## config.mk

```make
export PLATFORM = sky130hd
export DESIGN_NAME = best_neighbors
export DESIGN_NICKNAME = d
export VERILOG_FILES = /design/src/hw/q_routing_pkg.sv /design/src/hw/best_neighbors.sv
export SDC_FILE = /design/constraint.sdc
export NUM_CORES = 1
export LEC_CHECK = 0
export ABC_AREA = 0
export BUFFER_PORTS_ARGS = -buffer_cell sky130_fd_sc_hd__clkbuf_2
export CORE_MARGIN = 8
export CORE_UTILIZATION = 40
export CTS_CLUSTER_DIAMETER = 50
export DETAILED_ROUTE_END_ITERATION = 16
export PLACE_DENSITY = 0.71
export SLEW_MARGIN = 30
export SYNTH_ARGS = -nofsm -noshare
export SYNTH_HDL_FRONTEND = slang
export SYNTH_SLANG_ARGS = --single-unit
```

## constraint.sdc

```tcl
create_clock -name clock -period 4.8 [get_ports clock]
set_input_delay 0.48 -clock clock [delete_from_list [all_inputs] [get_ports clock]]
set_output_delay 0.48 -clock clock [all_outputs]
set_load 0.1 [all_outputs]
```

## src/hw/q_routing_pkg.sv

```systemverilog
package q_routing_pkg;

    // data widths
    localparam int word_width = 16;
    localparam int byte_width = 8;
    localparam int addr_width = 11;

    // table size in bytes
    localparam int mem_depth = 2048;

    // table address map, 16-bit little-endian words at even addresses
    localparam logic [addr_width-1:0] addr_neighbor_count = 11'h2C4;
    localparam logic [addr_width-1:0] addr_neighbor_id    = 11'h072;  // id per index
    localparam logic [addr_width-1:0] addr_neighbor_hops  = 11'h132;  // hop count per index
    localparam logic [addr_width-1:0] addr_neighbor_q     = 11'h172;  // q value per index
    localparam logic [addr_width-1:0] addr_best_list      = 11'h2B2;  // qualifying ids
    localparam logic [addr_width-1:0] addr_best_count     = 11'h2C8;  // length of list

    // length of the q value area
    localparam int max_neighbors = 32;

    // list slots between addr_best_list and addr_neighbor_count
    localparam int max_best = 9;

endpackage

```

## src/hw/best_neighbors.sv

```systemverilog
`timescale 1ns/1ps

module best_neighbors #(
    parameter int best_limit = q_routing_pkg::max_best
) (
    input  logic                                   clock,
    input  logic                                   nrst,
    input  logic                                   en,
    input  logic                                   start,
    input  logic [q_routing_pkg::word_width-1:0]   my_best_q,
    input  logic [q_routing_pkg::word_width-1:0]   eng_rdata,
    output logic [q_routing_pkg::addr_width-1:0]   eng_addr,
    output logic [q_routing_pkg::word_width-1:0]   eng_wdata,
    output logic                                   eng_we,
    output logic                                   done,
    output logic                                   busy,
    output logic [q_routing_pkg::word_width-1:0]   best_hop,
    output logic [q_routing_pkg::word_width-1:0]   best_neighbor_id,
    output logic [q_routing_pkg::word_width-1:0]   best_q_value,
    output logic [q_routing_pkg::word_width-1:0]   best_count
);

    localparam int idx_width  = $clog2(q_routing_pkg::max_neighbors + 1);
    localparam int list_width = $clog2(best_limit + 1);

    localparam logic [3:0] s_wait        = 4'd0;
    localparam logic [3:0] s_fetch_count = 4'd1;
    localparam logic [3:0] s_fetch_id    = 4'd2;
    localparam logic [3:0] s_fetch_hops  = 4'd3;
    localparam logic [3:0] s_fetch_q     = 4'd4;
    localparam logic [3:0] s_compare     = 4'd5;
    localparam logic [3:0] s_write_entry = 4'd6;
    localparam logic [3:0] s_write_count = 4'd7;
    localparam logic [3:0] s_finish      = 4'd8;

    logic [3:0]                             state;
    logic [idx_width-1:0]                   idx;
    logic [idx_width-1:0]                   idx_next;
    logic [idx_width-1:0]                   n_count;
    logic [idx_width-1:0]                   count_clamped;
    logic [list_width-1:0]                  list_count;
    logic [q_routing_pkg::addr_width-1:0]   idx_off;
    logic [q_routing_pkg::addr_width-1:0]   list_off;
    logic [q_routing_pkg::word_width-1:0]   cur_id;
    logic [q_routing_pkg::word_width-1:0]   cur_hops;
    logic [q_routing_pkg::word_width-1:0]   run_hop;
    logic [q_routing_pkg::word_width-1:0]   run_id;
    logic [q_routing_pkg::word_width-1:0]   run_q;
    logic                                   accept;
    logic                                   last;
    logic                                   qualify;
    logic                                   better;

    assign accept   = (state == s_wait) && en && start && !busy;
    assign idx_next = idx + 1'b1;
    assign last     = (idx_next == n_count);
    assign idx_off  = q_routing_pkg::addr_width'({idx, 1'b0});       // word stride
    assign list_off = q_routing_pkg::addr_width'({list_count, 1'b0});

    // count word from the table, limited to the q value area
    assign count_clamped = (eng_rdata > q_routing_pkg::max_neighbors) ?
                           idx_width'(q_routing_pkg::max_neighbors) :
                           eng_rdata[idx_width-1:0];

    // eng_rdata holds the q value while in compare
    assign qualify = (eng_rdata >= my_best_q) && (list_count < best_limit);
    assign better  = (idx == '0) || (eng_rdata > run_q) ||
                     ((eng_rdata == run_q) && (cur_hops < run_hop));  // lower index wins ties

    // address presented in the state, data returns in the next one
    always_comb begin
        case (state)
            s_fetch_count: eng_addr = q_routing_pkg::addr_neighbor_count;
            s_fetch_id:    eng_addr = q_routing_pkg::addr_neighbor_id + idx_off;
            s_fetch_hops:  eng_addr = q_routing_pkg::addr_neighbor_hops + idx_off;
            s_fetch_q:     eng_addr = q_routing_pkg::addr_neighbor_q + idx_off;
            s_write_entry: eng_addr = q_routing_pkg::addr_best_list + list_off;
            s_write_count: eng_addr = q_routing_pkg::addr_best_count;
            default:       eng_addr = '0;
        endcase
    end

    always_comb begin
        case (state)
            s_write_entry: eng_wdata = cur_id;
            s_write_count: eng_wdata = q_routing_pkg::word_width'(list_count);  // already bumped
            default:       eng_wdata = '0;
        endcase
    end

    assign eng_we = (state == s_write_entry) || (state == s_write_count);

    // neighbor capture and running best
    always_ff @(posedge clock) begin
        if (accept) begin
            run_hop <= '0;
            run_id  <= '0;
            run_q   <= '0;
        end
        if (state == s_fetch_hops) begin
            cur_id <= eng_rdata;
        end
        if (state == s_fetch_q) begin
            cur_hops <= eng_rdata;
        end
        if ((state == s_compare) && better) begin
            run_hop <= cur_hops;
            run_id  <= cur_id;
            run_q   <= eng_rdata;
        end
    end

    always_ff @(posedge clock) begin
        if (!nrst) begin
            state            <= s_wait;
            idx              <= '0;
            n_count          <= '0;
            list_count       <= '0;
            done             <= 1'b0;
            busy             <= 1'b0;
            best_hop         <= '0;
            best_neighbor_id <= '0;
            best_q_value     <= '0;
            best_count       <= '0;
        end else begin
            case (state)
                s_wait: begin
                    done <= 1'b0;
                    if (accept) begin
                        busy       <= 1'b1;
                        idx        <= '0;
                        list_count <= '0;
                        state      <= s_fetch_count;
                    end else begin
                        busy <= 1'b0;  // drops after the done cycle
                    end
                end
                s_fetch_count: state <= s_fetch_id;
                s_fetch_id: begin
                    if (idx == '0) begin  // count word arrives on first visit only
                        n_count <= count_clamped;
                        state   <= (count_clamped == '0) ? s_finish : s_fetch_hops;
                    end else begin
                        state <= s_fetch_hops;
                    end
                end
                s_fetch_hops: state <= s_fetch_q;
                s_fetch_q:    state <= s_compare;
                s_compare: begin
                    if (qualify) begin
                        state <= s_write_entry;
                    end else if (last) begin
                        state <= s_finish;
                    end else begin
                        idx   <= idx_next;
                        state <= s_fetch_id;
                    end
                end
                s_write_entry: begin
                    list_count <= list_count + 1'b1;
                    state      <= s_write_count;
                end
                s_write_count: begin
                    if (last) begin
                        state <= s_finish;
                    end else begin
                        idx   <= idx_next;
                        state <= s_fetch_id;
                    end
                end
                s_finish: begin
                    done             <= 1'b1;
                    best_hop         <= run_hop;
                    best_neighbor_id <= run_id;
                    best_q_value     <= run_q;
                    best_count       <= q_routing_pkg::word_width'(list_count);
                    state            <= s_wait;
                end
                default: state <= s_wait;
            endcase
        end
    end

endmodule

```

== Word-level counts from Yosys, hierarchy flattened ==
Index checks and enable logic that the tools add are counted.
Word-level totals
  register bits after elaboration: 154
  input bits: 36
  output and inout port bits: 94
  word-level logic and storage cells: 79
Cells by class
  add/sub/neg operators: 6
  magnitude comparators: 5
  equal/unequal tests: 12
  multiplexer cells: 21
  reduce and logical (&&, ||, !) cells: 20
Operator list (count)
  11-bit case mux with 6 select lines: 1
  16-bit two-way mux: 4
  16-bit case mux with 2 select lines: 1
  4-bit case mux with 8 select lines: 1
  4-bit two-way mux: 6
  6-bit two-way mux: 4
  9-bit by 7-bit adder with 10-bit output, first input constant: 2
  6-bit case mux with 3 select lines: 1
  16-bit equality test: 1
  4-bit by 3-bit equality test with 1-bit output, second input constant: 4
  16-bit >= comparator: 1
  16-bit greater-than comparator: 1
  16-bit by 6-bit greater-than comparator with 1-bit output, second input constant: 1
  16-bit less-than comparator: 1
  6-bit logical NOT: 2
  10-bit by 5-bit adder with 11-bit output, first input constant: 1
  7-bit by 7-bit adder with 8-bit output, first input constant: 1
  4-bit by 2-bit equality test with 1-bit output, second input constant: 2
  4-bit case mux with 2 select lines: 1
  6-bit by 1-bit adder with 6-bit output, second input constant: 1
  6-bit equality test: 1
  1-bit logical AND: 6
  2-bit nonzero test: 3
  4-bit by 1-bit adder with 4-bit output, second input constant: 1
  12 further kinds: 16

== Longest topological paths before layout ==
Gate-level depths: netlist (run 1).
  depth in word-level cells: 6
  mapped depth: 10
  depth with buffers taken out: 8

== Worst setup path after synthesis (run 1) ==
OpenSTA, ideal clock, no wires.
  path kind: register to output
  start point: register state[2]
  end point: output port eng_addr[5] in the netlist's numbering
  data arrival time: 4.336 ns
  required time: 4.320 ns
  path slack: -0.016 ns
  stages on the path, launching flop included: 6
  buffers on the path: 1
  path through: dfxtp_1 clkbuf_1 nand2b_1 nor3_1 a21oi_1 o21ai_0
Between the ends
  longest elaborated chain between the ends: 2
  elaborated cells between the ends (all ways): 7
  those cells by class: eq/ne: 6; mux: 1
Ends and longest elaborated chain
  start: declaration: line best_neighbors.sv:36  | logic [3:0] state;
  start signal: assignment: line best_neighbors.sv:115  | state <= s_wait;
  start signal: assignment: line best_neighbors.sv:133  | state <= s_fetch_count;
  start signal: assignment: line best_neighbors.sv:138  | s_fetch_count: state <= s_fetch_id;
  4-bit by 3-bit equality test with 1-bit output, or another cell as far along: line best_neighbors.sv:72  | case (state)
  11-bit case mux with 6 select lines *: line best_neighbors.sv:72
  end: declaration: line best_neighbors.sv:12  | output logic [q_routing_pkg::addr_width-1:0] eng_addr,
Every way passes the cells marked *; elsewhere a longest branch is shown, timed or not.

== Final worst setup path (run 1) ==
  start point: register state[3]
  end point: output port eng_addr[7] in the netlist's numbering
Same word-level chain as after synthesis.

==> results of run 1 <==
-- kinds of logic after synthesis --
logic type	Yosys count	synth area share
compound gates	194	0.1675
other cells	1	0.0004884
fa+ha+maj	52	0.08475
flops	154	0.5059
simple gates	254	0.1507
mux	7	0.009127
buf+inv	115	0.06454
xor+xnor	14	0.01695
-- state kept, by name, indices dropped and copies added (netlist names) --
signal,count
run_q,16
run_hop,16
busy,1
best_count,4
n_count,6
cur_id,16
best_neighbor_id,16
run_id,16
done,1
list_count,4
state,4
cur_hops,16
idx,6
best_q_value,16
best_hop,16
-- power groups by stage --
stage	logic (mW)	registers [mW]	clock network, mW
2_1_floorplan	0.212	1.44	0
3_3_place_gp	0.268	1.44	0
3_5_place_dp	0.272	1.44	0
4_1_cts	0.273	1.41	1.40
5_1_grt	0.295	1.42	1.46
6_report	0.273	1.41	1.38
-- synth_stat cells (3+ instances only) --
master and count:
sky130_fd_sc_hd__o21ai_0 17, sky130_fd_sc_hd__a22oi_1 6, sky130_fd_sc_hd__a21oi_1 78, sky130_fd_sc_hd__edfxtp_1 80, sky130_fd_sc_hd__nor3_1 10, sky130_fd_sc_hd__xnor2_1 9, sky130_fd_sc_hd__nand3_1 11, sky130_fd_sc_hd__xor2_1 4
sky130_fd_sc_hd__nor2_1 37, sky130_fd_sc_hd__nand2b_1 6, sky130_fd_sc_hd__a21boi_0 50, sky130_fd_sc_hd__and3_1 18, sky130_fd_sc_hd__dfxtp_1 74, sky130_fd_sc_hd__inv_1 55, sky130_fd_sc_hd__mux2i_1 7, sky130_fd_sc_hd__nor2b_1 6
sky130_fd_sc_hd__o311ai_0 3, sky130_fd_sc_hd__a211oi_1 6, sky130_fd_sc_hd__nand4_1 10, sky130_fd_sc_hd__nor4_1 8, sky130_fd_sc_hd__a21o_1 6, sky130_fd_sc_hd__clkbuf_1 41, sky130_fd_sc_hd__o22ai_1 3, sky130_fd_sc_hd__buf_2 3
sky130_fd_sc_hd__nand2_1 134, sky130_fd_sc_hd__buf_4 14, sky130_fd_sc_hd__ha_1 52
-- how the worst min path moves through the flow --
stage	startpoint	end	slack (ns)	cells after the start
floorplan	run_id[0]$_SDFFCE_PN0P_	best_neighbor_id[0]$_SDFFE_PN0P_	0.47	2
global placement	best_hop[5]$_SDFFE_PN0P_	best_hop[5]$_SDFFE_PN0P_	0.44	2
detailed placement	best_q_value[0]$_SDFFE_PN0P_	best_q_value[0]$_SDFFE_PN0P_	0.45	2
CTS	eng_rdata[10]	cur_id[10]$_DFFE_PN_	0.31	1
global route	eng_rdata[10]	cur_id[10]$_DFFE_PN_	0.33	1
finish	eng_rdata[10]	cur_id[10]$_DFFE_PN_	0.32	1
-- per-stage QoR --
step	setup WS, ns	instance area, sq um	utilization
final	1.211	9002	0.4797
after global routing	1.064	9002	0.4797
after CTS	1.211	8997	0.4794
after detailed placement	1.376	8389	0.4470
after global placement	1.470	8384	0.4467
after floorplan	0.6068	7726	-
-- routing by layer --
metal | wire [microns] | GRT usage | share of wire
met1 | 9189 | 0.2167 | 0.45
met2 | 9293 | 0.2704 | 0.46
met3 | 1276 | 0.04514 | 0.063
met4 | 449 | 0.06720 | 0.022
met5 | 0 | 0 | 0
-- final cells by class --
class,count,area [sq um],area share
timing repair buffer,121,620.6,0.06894
inverter,56,210.2,0.02335
tap,234,292.8,0.03252
clock buffer,17,425.4,0.04726
multi-input combinational,535,3387,0.3762
sequential,154,3884,0.4314
clock inverter,15,182.7,0.02029
-- critical path, stage by stage, from the launching register on --
cell                       delay, ns
sky130_fd_sc_hd__dfxtp_1        0.60
sky130_fd_sc_hd__nor2_1         0.20
sky130_fd_sc_hd__and3_1         0.51
sky130_fd_sc_hd__or2_2          0.45
sky130_fd_sc_hd__o21ai_0        0.07
sky130_fd_sc_hd__or3b_2         0.46
sky130_fd_sc_hd__clkbuf_2       0.38
==> results.rst, run 1 <==
.. list-table::
   :header-rows: 1

   * - Metric
     - Value
   * - Die extent in x
     - approximately 150 microns
   * - Crit path required time
     - 4.32 ns
   * - Sequential group share of total power
     - 0.461
   * - Worst R2R Start
     - run_q[10]$_SDFFCE_PN0P_
   * - Clk slew on worst S/H paths
     - 0.07 ns
   * - Yosys Warn Count
     - 0
   * - DRC violation count after routing
     - 0
   * - TritonCTS clock tree
     - yes
   * - Ratio of routed vias to standard cells
     - 5.328
   * - Worst clock skew
     - between 0.009 and 0.01 ns
   * - Placed wire-length estimate
     - ~15000 microns
   * - Slew Limit Fails
     - 0
   * - Leakage power
     - 3.683 nW
   * - Clock buffer depth
     - 2
   * - Antenna violations before repair
     - 0
   * - R2R cell count
     - 9
   * - Commonest cells after routing, fill and taps aside
     - 133 x sky130_fd_sc_hd__nand2_1, 115 x sky130_fd_sc_hd__clkbuf_2, 80 x sky130_fd_sc_hd__edfxtp_1, 78 x sky130_fd_sc_hd__a21oi_1, 74 x sky130_fd_sc_hd__dfxtp_1
   * - Final Power
     - 3.065 mW
   * - Number of CTS-inserted buffers
     - 17
   * - Hold buffer count at cts
     - 0
   * - Max VDD drop
     - 0.2384 mV
   * - CTS resizes
     - 0
   * - Number of instances in the placed design
     - 1100
   * - Fill count
     - 1778
   * - CTS H-tree lvls
     - 4
   * - Worst hold margin
     - 0.3240 ns
   * - Vias
     - just over 6000
   * - Fraction of final layout cells with drive strength greater than 1
     - 0.1893
   * - Worst setup path class
     - reg -> out
   * - Internal reg-to-reg setup slack
     - between 1.5 and 2 ns
   * - Maximum number of pins on one net before global-route repair
     - 54
   * - Number of global-route vias before repair
     - 5917
   * - Total of buffers placed on input and output ports
     - between 100 and 150
   * - WP data arrival
     - 3.11 ns
   * - Least-Margin Pin Slew
     - 0.8580 ns
   * - Insertion delay of the later-clocked pin in the worst-skew pair
     - 0.43 ns
   * - Most used DFF post-synth
     - sky130_fd_sc_hd__edfxtp_1
   * - Sum of overflow across all layers after global routing
     - 0
   * - Number of distinct library cells after synthesis
     - 57
   * - Total global routing track utilization
     - 0.1701
   * - Top cell type's share of synthesized area
     - 0.3129
   * - Area growth, synth to finish
     - 17.26%
   * - Number of flops mapped to enable cells by yosys
     - 80
   * - Average cell area after synthesis
     - 9.706 sq um
   * - Worst setup path end
     - eng_addr[7]
   * - Number of max-capacitance violations reported
     - 0
   * - Share of flip-flops with an asynchronous set or reset
     - 0
   * - Number of nets at the end of the flow
     - between 900 and 1000
   * - Detailed-route wire length per cell
     - 17.85 microns
   * - Placeable Area
     - roughly 19000 sq um
   * - Number of nets with antenna violations after routing
     - 0
   * - Net switching component of the power
     - a little over 0.8 mW
   * - Die Span Y
     - 154.5 microns
   * - Cell type with the largest total area after synthesis
     - sky130_fd_sc_hd__edfxtp_1
   * - Worst r2r dst
     - run_q[4]$_SDFFCE_PN0P_
   * - Setup bufs post-CTS
     - 0
   * - Part of the cycle the worst path needs
     - 0.7478
   * - FP Rows
     - 50
   * - Tightest Hold Check Type
     - in -> reg
   * - Area of the die
     - approximately 24000 sq um
   * - RSZ-0062 raised after global routing
     - no
   * - Number of detailed-routing iterations run before antenna repair
     - 5
   * - Mapped cell area
     - 7677 sq um
   * - Crit. End Element
     - output pin
   * - F_max
     - 0.2786 GHz
   * - Worst setup path startpoint
     - state[3]$_SDFFE_PN0N_
   * - Min Clock Period, post-route
     - 3.589 ns
   * - Pwr/cell area
     - 340.5 nW/um^2
   * - Power share of the clock group
     - 0.449
   * - Sequential fraction of the synthesis area
     - 0.5059
   * - Headroom to the max-slew limit
     - 0.4280
   * - Seq cells post-synth
     - about 150
   * - Switching part of the total
     - 0.2636
   * - Number of hold violations in the final report
     - 0
   * - Internal
     - 2.257 mW
   * - Weighted congestion at the end of routability-driven global placement
     - just under 0.9
   * - Worst-path fanout max
     - 17
   * - Total I/O pin count
     - between 100 and 150
   * - Final non-filler cell total
     - ~1100
   * - Count of mapped cells out of synthesis
     - 791
   * - Dominant cells by area after synthesis
     - sky130_fd_sc_hd__edfxtp_1 31%, sky130_fd_sc_hd__dfxtp_1 19%, sky130_fd_sc_hd__ha_1 8.5%, sky130_fd_sc_hd__nand2_1 6.6%, sky130_fd_sc_hd__a21oi_1 5.1%
   * - # setup viols final
     - 0
   * - Most common library cell in the layout ignoring fill and taps
     - sky130_fd_sc_hd__nand2_1
   * - Combinational fraction of design power
     - 0.089
   * - Antenna fix cells
     - 0
   * - CTS sink count
     - approximately 150
   * - Initial core utilization
     - 0.4091
   * - Global-route wire length before repair
     - 31970 microns
   * - Setup tns final
     - 0 ns
   * - Type of element launching the critical path
     - flop
   * - Post-Route WL
     - 20210 microns
   * - Detailed Route Iter0 Violations
     - approximately 400
   * - Run status
     - complete, no violations
   * - Library cell used as clock root buffer
     - sky130_fd_sc_hd__clkbuf_16
No activity file was read; power rests on OpenSTA's default activity.
==> run 2: changes to the inputs <==
--- a/config.mk
+++ b/config.mk
@@ -11,7 +11,7 @@
 export CORE_UTILIZATION = 40
 export CTS_CLUSTER_DIAMETER = 50
 export DETAILED_ROUTE_END_ITERATION = 16
-export PLACE_DENSITY = 0.71
+export PLACE_DENSITY = 0.73
 export SLEW_MARGIN = 30
 export SYNTH_ARGS = -nofsm -noshare
 export SYNTH_HDL_FRONTEND = slang
==> constraint.sdc (replaced) <==
create_clock -name clock -period 3 [get_ports clock]
set_input_delay 0.3 -clock clock [delete_from_list [all_inputs] [get_ports clock]]
set_output_delay 0.3 -clock clock [all_outputs]
set_load 0.1 [all_outputs]
==> run 2 against run 1 <==
Effect of this change: hold slack lost 0.19 ns; final cell count grew 1.1%; largest power group unchanged; setup slack got worse by 0.96 ns; critical path depth increased by 1; core utilization grew 0.87 points; total power grew 59%; register-to-register slack lost 1.3 ns; global-route usage up 0.50 points; via count grew 1.4%.
==> results.rst, run 2 (synthesis results as in run 1) <==
.. list-table::
   :header-rows: 1

   * - Metric
     - Value
   * - DRC violation count after routing
     - 0 (unchanged)
   * - Post-Route WL
     - 20520 microns (was 20210 microns)
   * - Total I/O pin count
     - 130 (unchanged)
   * - Library cell used as clock root buffer
     - sky130_fd_sc_hd__clkbuf_16 (unchanged)
   * - Worst setup path class
     - reg -> out (unchanged)
   * - Maximum number of pins on one net before global-route repair
     - 53 (was 54)
   * - Buffer and inverter count on the worst path
     - 1 (unchanged)
   * - Final Power
     - 4.873 mW (was 3.065 mW)
   * - Clock buffer depth
     - 2 (unchanged)
   * - Final setup margin
     - 0.2509 ns (was 1.211 ns)
   * - Detailed-route wire length per cell
     - 17.92 microns (was 17.85 microns)
   * - Hold Path End
     - cur_id[0]$_DFFE_PN_ (was cur_id[10]$_DFFE_PN_)
   * - Worst r2r dst
     - run_q[11]$_SDFFCE_PN0P_ (was run_q[4]$_SDFFCE_PN0P_)
   * - Antenna fix cells
     - 0 (unchanged)
   * - CTS sink count
     - 154 (unchanged)
   * - Worst-path fanout max
     - 13 (was 17)
   * - Area growth, synth to finish
     - 19.39% (was 17.26%)
   * - Leakage power
     - 3.740 nW (was 3.683 nW)
   * - Number of nets at the end of the flow
     - 986 (was 973)
   * - Largest delay share family, worst path
     - simple AND/OR/NAND/NOR gates (unchanged)
   * - Total global routing track utilization
     - 0.1750 (was 0.1701)
   * - Crit path required time
     - 2.70 ns (was 4.32 ns)
   * - Number of detailed-routing iterations run before antenna repair
     - 5 (unchanged)
   * - Number of CTS-inserted buffers
     - 17 (unchanged)
   * - F_max
     - 0.3638 GHz
   * - Placeable Area
     - 18770 sq um (unchanged)
   * - Worst R2R Start
     - cur_hops[5]$_DFFE_PP_ (was run_q[10]$_SDFFCE_PN0P_)
   * - Post-placement cell area
     - 8583 sq um (was 8389 sq um)
   * - Weighted congestion at the end of routability-driven global placement
     - 0.8949 (was 0.8948)
   * - Uppermost layer routed
     - met4 (unchanged)
   * - Insertion delay of the later-clocked pin in the worst-skew pair
     - 0.43 ns (about the same)
   * - Worst clock skew
     - 0.009269 ns (was 0.009520 ns)
   * - Slew Limit Fails
     - 0 (unchanged)
   * - Number of cells traversed by the worst hold path
     - 1 (unchanged)
   * - Setup tns final
     - 0 ns (unchanged)
   * - Slowest cell on the critical path
     - sky130_fd_sc_hd__or3b_2 (was sky130_fd_sc_hd__dfxtp_1)
   * - Crit path cell chain
     - nand2b_1, nor3_4, ha_1, a21boi_0, o21ai_0, or3b_2, buf_12 (was nor2_1, and3_1, or2_2, o21ai_0, or3b_2, clkbuf_2)
   * - # setup viols final
     - 0 (unchanged)
   * - Least-Margin Pin Slew
     - 0.6280 ns (was 0.8580 ns)
   * - CTS H-tree lvls
     - 4 (unchanged)
   * - Routed length on met3
     - 1282 microns (was 1276 microns)
   * - Number of hold violations in the final report
     - 0 (unchanged)
   * - Clk slew on worst S/H paths
     - 0.06 ns (was 0.07 ns)
   * - Part of the cycle the worst path needs
     - 0.9164
   * - Global-route wire length before repair
     - 32980 microns (was 31970 microns)
   * - Detailed Route Iter0 Violations
     - 533 (was 396)
   * - Sum of overflow across all layers after global routing
     - 0 (unchanged)
   * - Antenna violations before repair
     - 0 (unchanged)
   * - Number of nets with antenna violations after routing
     - 0 (unchanged)
   * - Utilization after layout
     - 0.4884 (was 0.4797)
   * - Vias
     - 6116 (was 6031)
   * - Worst Hold Launch
     - eng_rdata[0] (was eng_rdata[10])
   * - Headroom to the max-slew limit
     - 0.5705 (was 0.4280)
   * - Commonest cells after routing, fill and taps aside
     - 133 x sky130_fd_sc_hd__nand2_1, 111 x sky130_fd_sc_hd__clkbuf_2, 80 x sky130_fd_sc_hd__edfxtp_1, 78 x sky130_fd_sc_hd__a21oi_1, 72 x sky130_fd_sc_hd__dfxtp_1 (was 133 x sky130_fd_sc_hd__nand2_1, 115 x sky130_fd_sc_hd__clkbuf_2, 80 x sky130_fd_sc_hd__edfxtp_1, 78 x sky130_fd_sc_hd__a21oi_1, 74 x sky130_fd_sc_hd__dfxtp_1)
   * - Die Span Y
     - 154.5 microns (unchanged)
   * - Number of max-capacitance violations reported
     - 0 (unchanged)
   * - Pwr/cell area
     - 531.7 nW/um^2 (was 340.5 nW/um^2)
   * - Area of the die
     - 23880 sq um (unchanged)
   * - Run status
     - complete, no violations (unchanged)
   * - Total non-filler cell area in the finished layout
     - 9166 sq um (was 9002 sq um)
   * - Ratio of routed vias to standard cells
     - 5.341 (was 5.328)
   * - RSZ-0062 raised after global routing
     - no (unchanged)
   * - Most common library cell in the layout ignoring fill and taps
     - sky130_fd_sc_hd__nand2_1 (unchanged)
   * - TritonCTS clock tree
     - yes (unchanged)
   * - WP data arrival
     - 2.45 ns (was 3.11 ns)
   * - Die extent in x
     - 154.5 microns (unchanged)
   * - Initial core utilization
     - 0.4091 (unchanged)
   * - Type of element launching the critical path
     - flop (unchanged)
   * - Fraction of final layout cells with drive strength greater than 1
     - 0.2020 (was 0.1893)
   * - Number of global-route vias before repair
     - 6099 (was 5917)
   * - Total of buffers placed on input and output ports
     - 115 (unchanged)
   * - Maximum cell stage delay along the critical path
     - 0.49 ns (was 0.60 ns)
   * - Wire length on met1
     - 9412 microns (was 9189 microns)
   * - Post-Place Worst Slack
     - 0.2674 ns (was 1.376 ns)
   * - Min Clock Period, post-route
     - 2.749 ns
   * - Tightest Hold Check Type
     - in -> reg (unchanged)
   * - Total met2 wirelength after detailed routing
     - 9459 microns (was 9293 microns)
   * - R2R cell count
     - 8 (was 9)
   * - Internal reg-to-reg setup slack
     - 0.29 ns (was 1.63 ns)
   * - Placed wire-length estimate
     - 15030 microns (was 14790 microns)
   * - FP Rows
     - 50 (unchanged)
   * - Max VDD drop
     - 0.4312 mV (was 0.2384 mV)
   * - Crit. End Element
     - output pin (unchanged)
run 2: cell types whose count changed in the layout (fill, tap and decap cells not counted), moves of 3 or more:
cell,change
sky130_fd_sc_hd__inv_6,-4
sky130_fd_sc_hd__buf_4,+13
sky130_fd_sc_hd__clkinvlp_4,+3
sky130_fd_sc_hd__clkbuf_1,+4
sky130_fd_sc_hd__clkbuf_2,-4
sky130_fd_sc_hd__buf_12,+4
sky130_fd_sc_hd__inv_8,-3
run 2: layout make-up:
type,instances,area (sq um)
inverters,56,210.2
clock inverters,10,115.1
flip-flops and latches,154,3886
clock buffers,22,465.4
multi-input cells,535,3418
fillers,1747,9602
repair buffers,134,778.2
well taps,234,292.8
run 2: what timing repair did:
action / 4_1_cts / 5_1_grt
hold buffers: 0 / 0
buffers inserted: 0 / 0
setup endpoints to repair: 0 / 1
resized for setup: 0 / 2
run 2: how the worst max path moves through the flow:
stage | start | to | slack, ns | depth (start not counted)
after floorplan | run_q[1]$_SDFFCE_PN0P_ | run_hop[0]$_SDFFCE_PN0P_ | 0.09 | 10
after global placement | eng_rdata[7] | run_id[7]$_SDFFCE_PN0P_ | 0.33 | 9
after detailed placement | eng_rdata[7] | run_id[8]$_SDFFCE_PN0P_ | 0.27 | 9
after CTS | state[3]$_SDFFE_PN0N_ | eng_addr[7] | 0.08 | 7
after global routing | idx[0]$_SDFFE_PN0P_ | eng_addr[7] | 0.03 | 6
final | state[3]$_SDFFE_PN0N_ | eng_addr[7] | 0.25 | 7
run 2: report_power, final:
part,leakage [nW],internal (mW),switching (mW)
clock network,0.276,1.27,0.860
registers,1.38,2.24,0.0191
logic,2.09,0.133,0.347
run 2: stage by stage:
| step | hold WS (ns) | cells |
|---|---|---|
| detailed placement | 0.4454 | 1113 |
| global placement | 0.4436 | 1113 |
| finish | 0.1381 | 1145 |
| global route | 0.1350 | 1145 |
| CTS | 0.1164 | 1145 |
| floorplan | 0.3989 | 804 |
run 2: routing by layer:
layer	up-vias	GRT usage
met1	2907	0.2298
met3	27	0.04207
met5	-	0
met4	0	0.06113
met2	214	0.2770
li1	2968	-
==> run 3: changes to the inputs <==
--- a/config.mk
+++ b/config.mk
@@ -7,8 +7,10 @@
 export LEC_CHECK = 0
 export ABC_AREA = 0
 export BUFFER_PORTS_ARGS = -buffer_cell sky130_fd_sc_hd__clkbuf_2
+export CAP_MARGIN = 20
 export CORE_MARGIN = 8
 export CORE_UTILIZATION = 40
+export CTS_BUF_LIST = sky130_fd_sc_hd__clkbuf_8
 export CTS_CLUSTER_DIAMETER = 50
 export DETAILED_ROUTE_END_ITERATION = 16
 export PLACE_DENSITY = 0.73
==> run 3 against run 2 <==
Effect of this change: non-clock buffer count stayed put; clock skew grew 0.0071 ns; final cell count unchanged; total power decreased by 11%; setup slack got worse by 0.021 ns; fmax down 0.74%; register-to-register slack gained 0.05 ns; via count increased by 0.20%; global-route usage down 0.22 points; hold slack got worse by 0.032 ns; critical path depth unchanged; highest routed layer unchanged.
==> results.rst, run 3 (synthesis results as in run 1) <==
.. list-table::
   :header-rows: 1

   * - Metric
     - Value
   * - Run status
     - complete, no violations (unchanged)
   * - Type of element launching the critical path
     - flop (unchanged)
   * - Placed wire-length estimate
     - 15030 microns (unchanged)
   * - Die Span Y
     - 154.5 microns (unchanged)
   * - Vias
     - 6128 (was 6116)
   * - Total I/O pin count
     - 130 (unchanged)
   * - Worst clock skew
     - 0.01639 ns (was 0.009269 ns)
   * - Crit path cell chain
     - nand2b_1, nor3_4, ha_1, a21boi_0, o21ai_0, or3b_2, buf_12 (unchanged)
   * - Part of the cycle the worst path needs
     - 0.9232 (was 0.9164)
   * - Number of hold violations in the final report
     - 0 (unchanged)
   * - Insertion delay of the later-clocked pin in the worst-skew pair
     - 0.46 ns (was 0.43 ns)
   * - Crit. End Element
     - output pin (unchanged)
   * - Total global routing track utilization
     - 0.1728 (was 0.1750)
   * - Setup bufs post-CTS
     - 0 (unchanged)
   * - Crit path required time
     - 2.70 ns (about the same)
   * - Number of global-route vias before repair
     - 6069 (was 6099)
   * - Number of nets with antenna violations after routing
     - 0 (unchanged)
   * - Detailed-route wire length per cell
     - 17.67 microns (was 17.92 microns)
   * - Worst-path fanout max
     - 13 (unchanged)
   * - Number of nets at the end of the flow
     - 986 (unchanged)
   * - Min Clock Period, post-route
     - 2.770 ns (was 2.749 ns)
   * - Leakage power
     - 3.671 nW (was 3.740 nW)
   * - Post-Place Worst Slack
     - 0.2674 ns (unchanged)
   * - Headroom to the max-slew limit
     - 0.5532 (was 0.5705)
   * - DRC violation count after routing
     - 0 (unchanged)
   * - Max VDD drop
     - 0.3007 mV (was 0.4312 mV)
   * - Area growth, synth to finish
     - 17.01% (was 19.39%)
   * - Worst hold margin
     - 0.1065 ns (was 0.1381 ns)
   * - Fill count
     - 1779 (was 1747)
   * - Commonest cells after routing, fill and taps aside
     - 133 x sky130_fd_sc_hd__nand2_1, 111 x sky130_fd_sc_hd__clkbuf_2, 80 x sky130_fd_sc_hd__edfxtp_1, 77 x sky130_fd_sc_hd__a21oi_1, 72 x sky130_fd_sc_hd__dfxtp_1 (was 133 x sky130_fd_sc_hd__nand2_1, 111 x sky130_fd_sc_hd__clkbuf_2, 80 x sky130_fd_sc_hd__edfxtp_1, 78 x sky130_fd_sc_hd__a21oi_1, 72 x sky130_fd_sc_hd__dfxtp_1)
   * - Detailed Route Iter0 Violations
     - 449 (was 533)
   * - Least-Margin Pin Slew
     - 0.6532 ns (was 0.6280 ns)
   * - Sum of overflow across all layers after global routing
     - 0 (unchanged)
   * - # setup viols final
     - 0 (unchanged)
   * - TritonCTS clock tree
     - yes (unchanged)
   * - CTS H-tree lvls
     - 4 (unchanged)
   * - CTS resizes
     - 0 (unchanged)
   * - Clk slew on worst S/H paths
     - 0.08 ns (was 0.06 ns)
   * - Setup tns final
     - 0 ns (unchanged)
   * - Slew Limit Fails
     - 0 (unchanged)
   * - Number of max-capacitance violations reported
     - 0 (unchanged)
   * - Weighted congestion at the end of routability-driven global placement
     - 0.8949 (unchanged)
   * - Ratio of routed vias to standard cells
     - 5.352 (was 5.341)
   * - RSZ-0062 raised after global routing
     - no (unchanged)
   * - Utilization after layout
     - 0.4787 (was 0.4884)
   * - Tightest Hold Check Type
     - in -> reg (unchanged)
   * - Maximum number of pins on one net before global-route repair
     - 53 (unchanged)
   * - Internal reg-to-reg setup slack
     - 0.34 ns (was 0.29 ns)
   * - Pwr/cell area
     - 481.4 nW/um^2 (was 531.7 nW/um^2)
   * - Number of CTS-inserted buffers
     - 17 (unchanged)
   * - Global-route wire length before repair
     - 32590 microns (was 32980 microns)
   * - Area of the die
     - 23880 sq um (unchanged)
   * - WP data arrival
     - 2.47 ns (was 2.45 ns)
   * - Total of buffers placed on input and output ports
     - 115 (unchanged)
   * - FP Rows
     - 50 (unchanged)
   * - Worst setup path class
     - reg -> out (unchanged)
   * - Placeable Area
     - 18770 sq um (unchanged)
   * - Final non-filler cell total
     - 1145 (unchanged)
   * - Post-Route WL
     - 20230 microns (was 20520 microns)
   * - Fraction of final layout cells with drive strength greater than 1
     - 0.2031 (was 0.2020)
   * - Number of instances in the placed design
     - 1113 (unchanged)
   * - CTS sink count
     - 154 (unchanged)
   * - Most common library cell in the layout ignoring fill and taps
     - sky130_fd_sc_hd__nand2_1 (unchanged)
   * - Antenna violations before repair
     - 0 (unchanged)
   * - R2R cell count
     - 9 (was 8)
   * - Maximum cell stage delay along the critical path
     - 0.49 ns (about the same)
   * - Clock buffer depth
     - 2 (unchanged)
   * - Initial core utilization
     - 0.4091 (unchanged)
   * - Slowest cell on the critical path
     - sky130_fd_sc_hd__dfxtp_2 (was sky130_fd_sc_hd__or3b_2)
   * - Hold buffer count at cts
     - 0 (unchanged)
   * - Final setup margin
     - 0.2303 ns (was 0.2509 ns)
   * - Antenna fix cells
     - 0 (unchanged)
   * - Number of detailed-routing iterations run before antenna repair
     - 5 (unchanged)
   * - Library cell used as clock root buffer
     - sky130_fd_sc_hd__clkbuf_8 (was sky130_fd_sc_hd__clkbuf_16)
   * - Number of cells traversed by the worst hold path
     - 1 (unchanged)
   * - F_max
     - 0.3611 GHz (was 0.3638 GHz)
   * - Die extent in x
     - 154.5 microns (unchanged)
==> run 3: where the power goes <==
part / leakage (nW) / switching [mW] / internal (mW)
sequential: 1.38 / 0.0190 / 2.24
combinational: 2.09 / 0.346 / 0.133
clock: 0.207 / 0.782 / 0.808
==> run 3: per-stage QoR <==
stage	cell area, sq um	total power, mW
global placement	8583	2.772
floorplan	7777	2.645
detailed placement	8583	2.778
finish	8984	4.325
CTS	8977	4.350
global route	8984	4.479
==> run 3: critical path, delay by kind of cell (launching register included) <==
kind,cells,cell delay [ns]
AND/OR/NAND/NOR,3,0.76
AO/OA/AOI/OAI,2,0.27
buffers and inverters,1,0.19
flip-flops,1,0.49
adder cells (fa/ha/maj),1,0.31
==> run 3: final cells by class <==
class | count | area, sq um | share of cell area
Tap cell | 234 | 292.8 | 0.03259
Sequential cell | 154 | 3886 | 0.4326
Timing Repair Buffer | 134 | 778.2 | 0.08663
Multi-Input combinational cell | 535 | 3422 | 0.3809
Inverter | 56 | 210.2 | 0.02340
Clock inverter | 15 | 160.2 | 0.01783
Clock buffer | 17 | 234.0 | 0.02604
==> run 3: worst paths after layout <==
path,startpoint,to
worst max register to register,run_q[5]$_SDFFCE_PN0P_,run_id[8]$_SDFFCE_PN0P_
worst max-delay path,state[3]$_SDFFE_PN0N_,eng_addr[7]
worst min register to register,best_q_value[15]$_SDFFE_PN0P_,best_q_value[15]$_SDFFE_PN0P_
worst min-delay path,eng_rdata[0],cur_id[0]$_DFFE_PN_
==> run 3: metal layers <==
metal	GRT usage	share of wire	wire length, microns
met5	0	0	0
met4	0.05693	0.015	302
met3	0.03873	0.071	1444
met2	0.2734	0.46	9323
met1	0.2300	0.45	9162
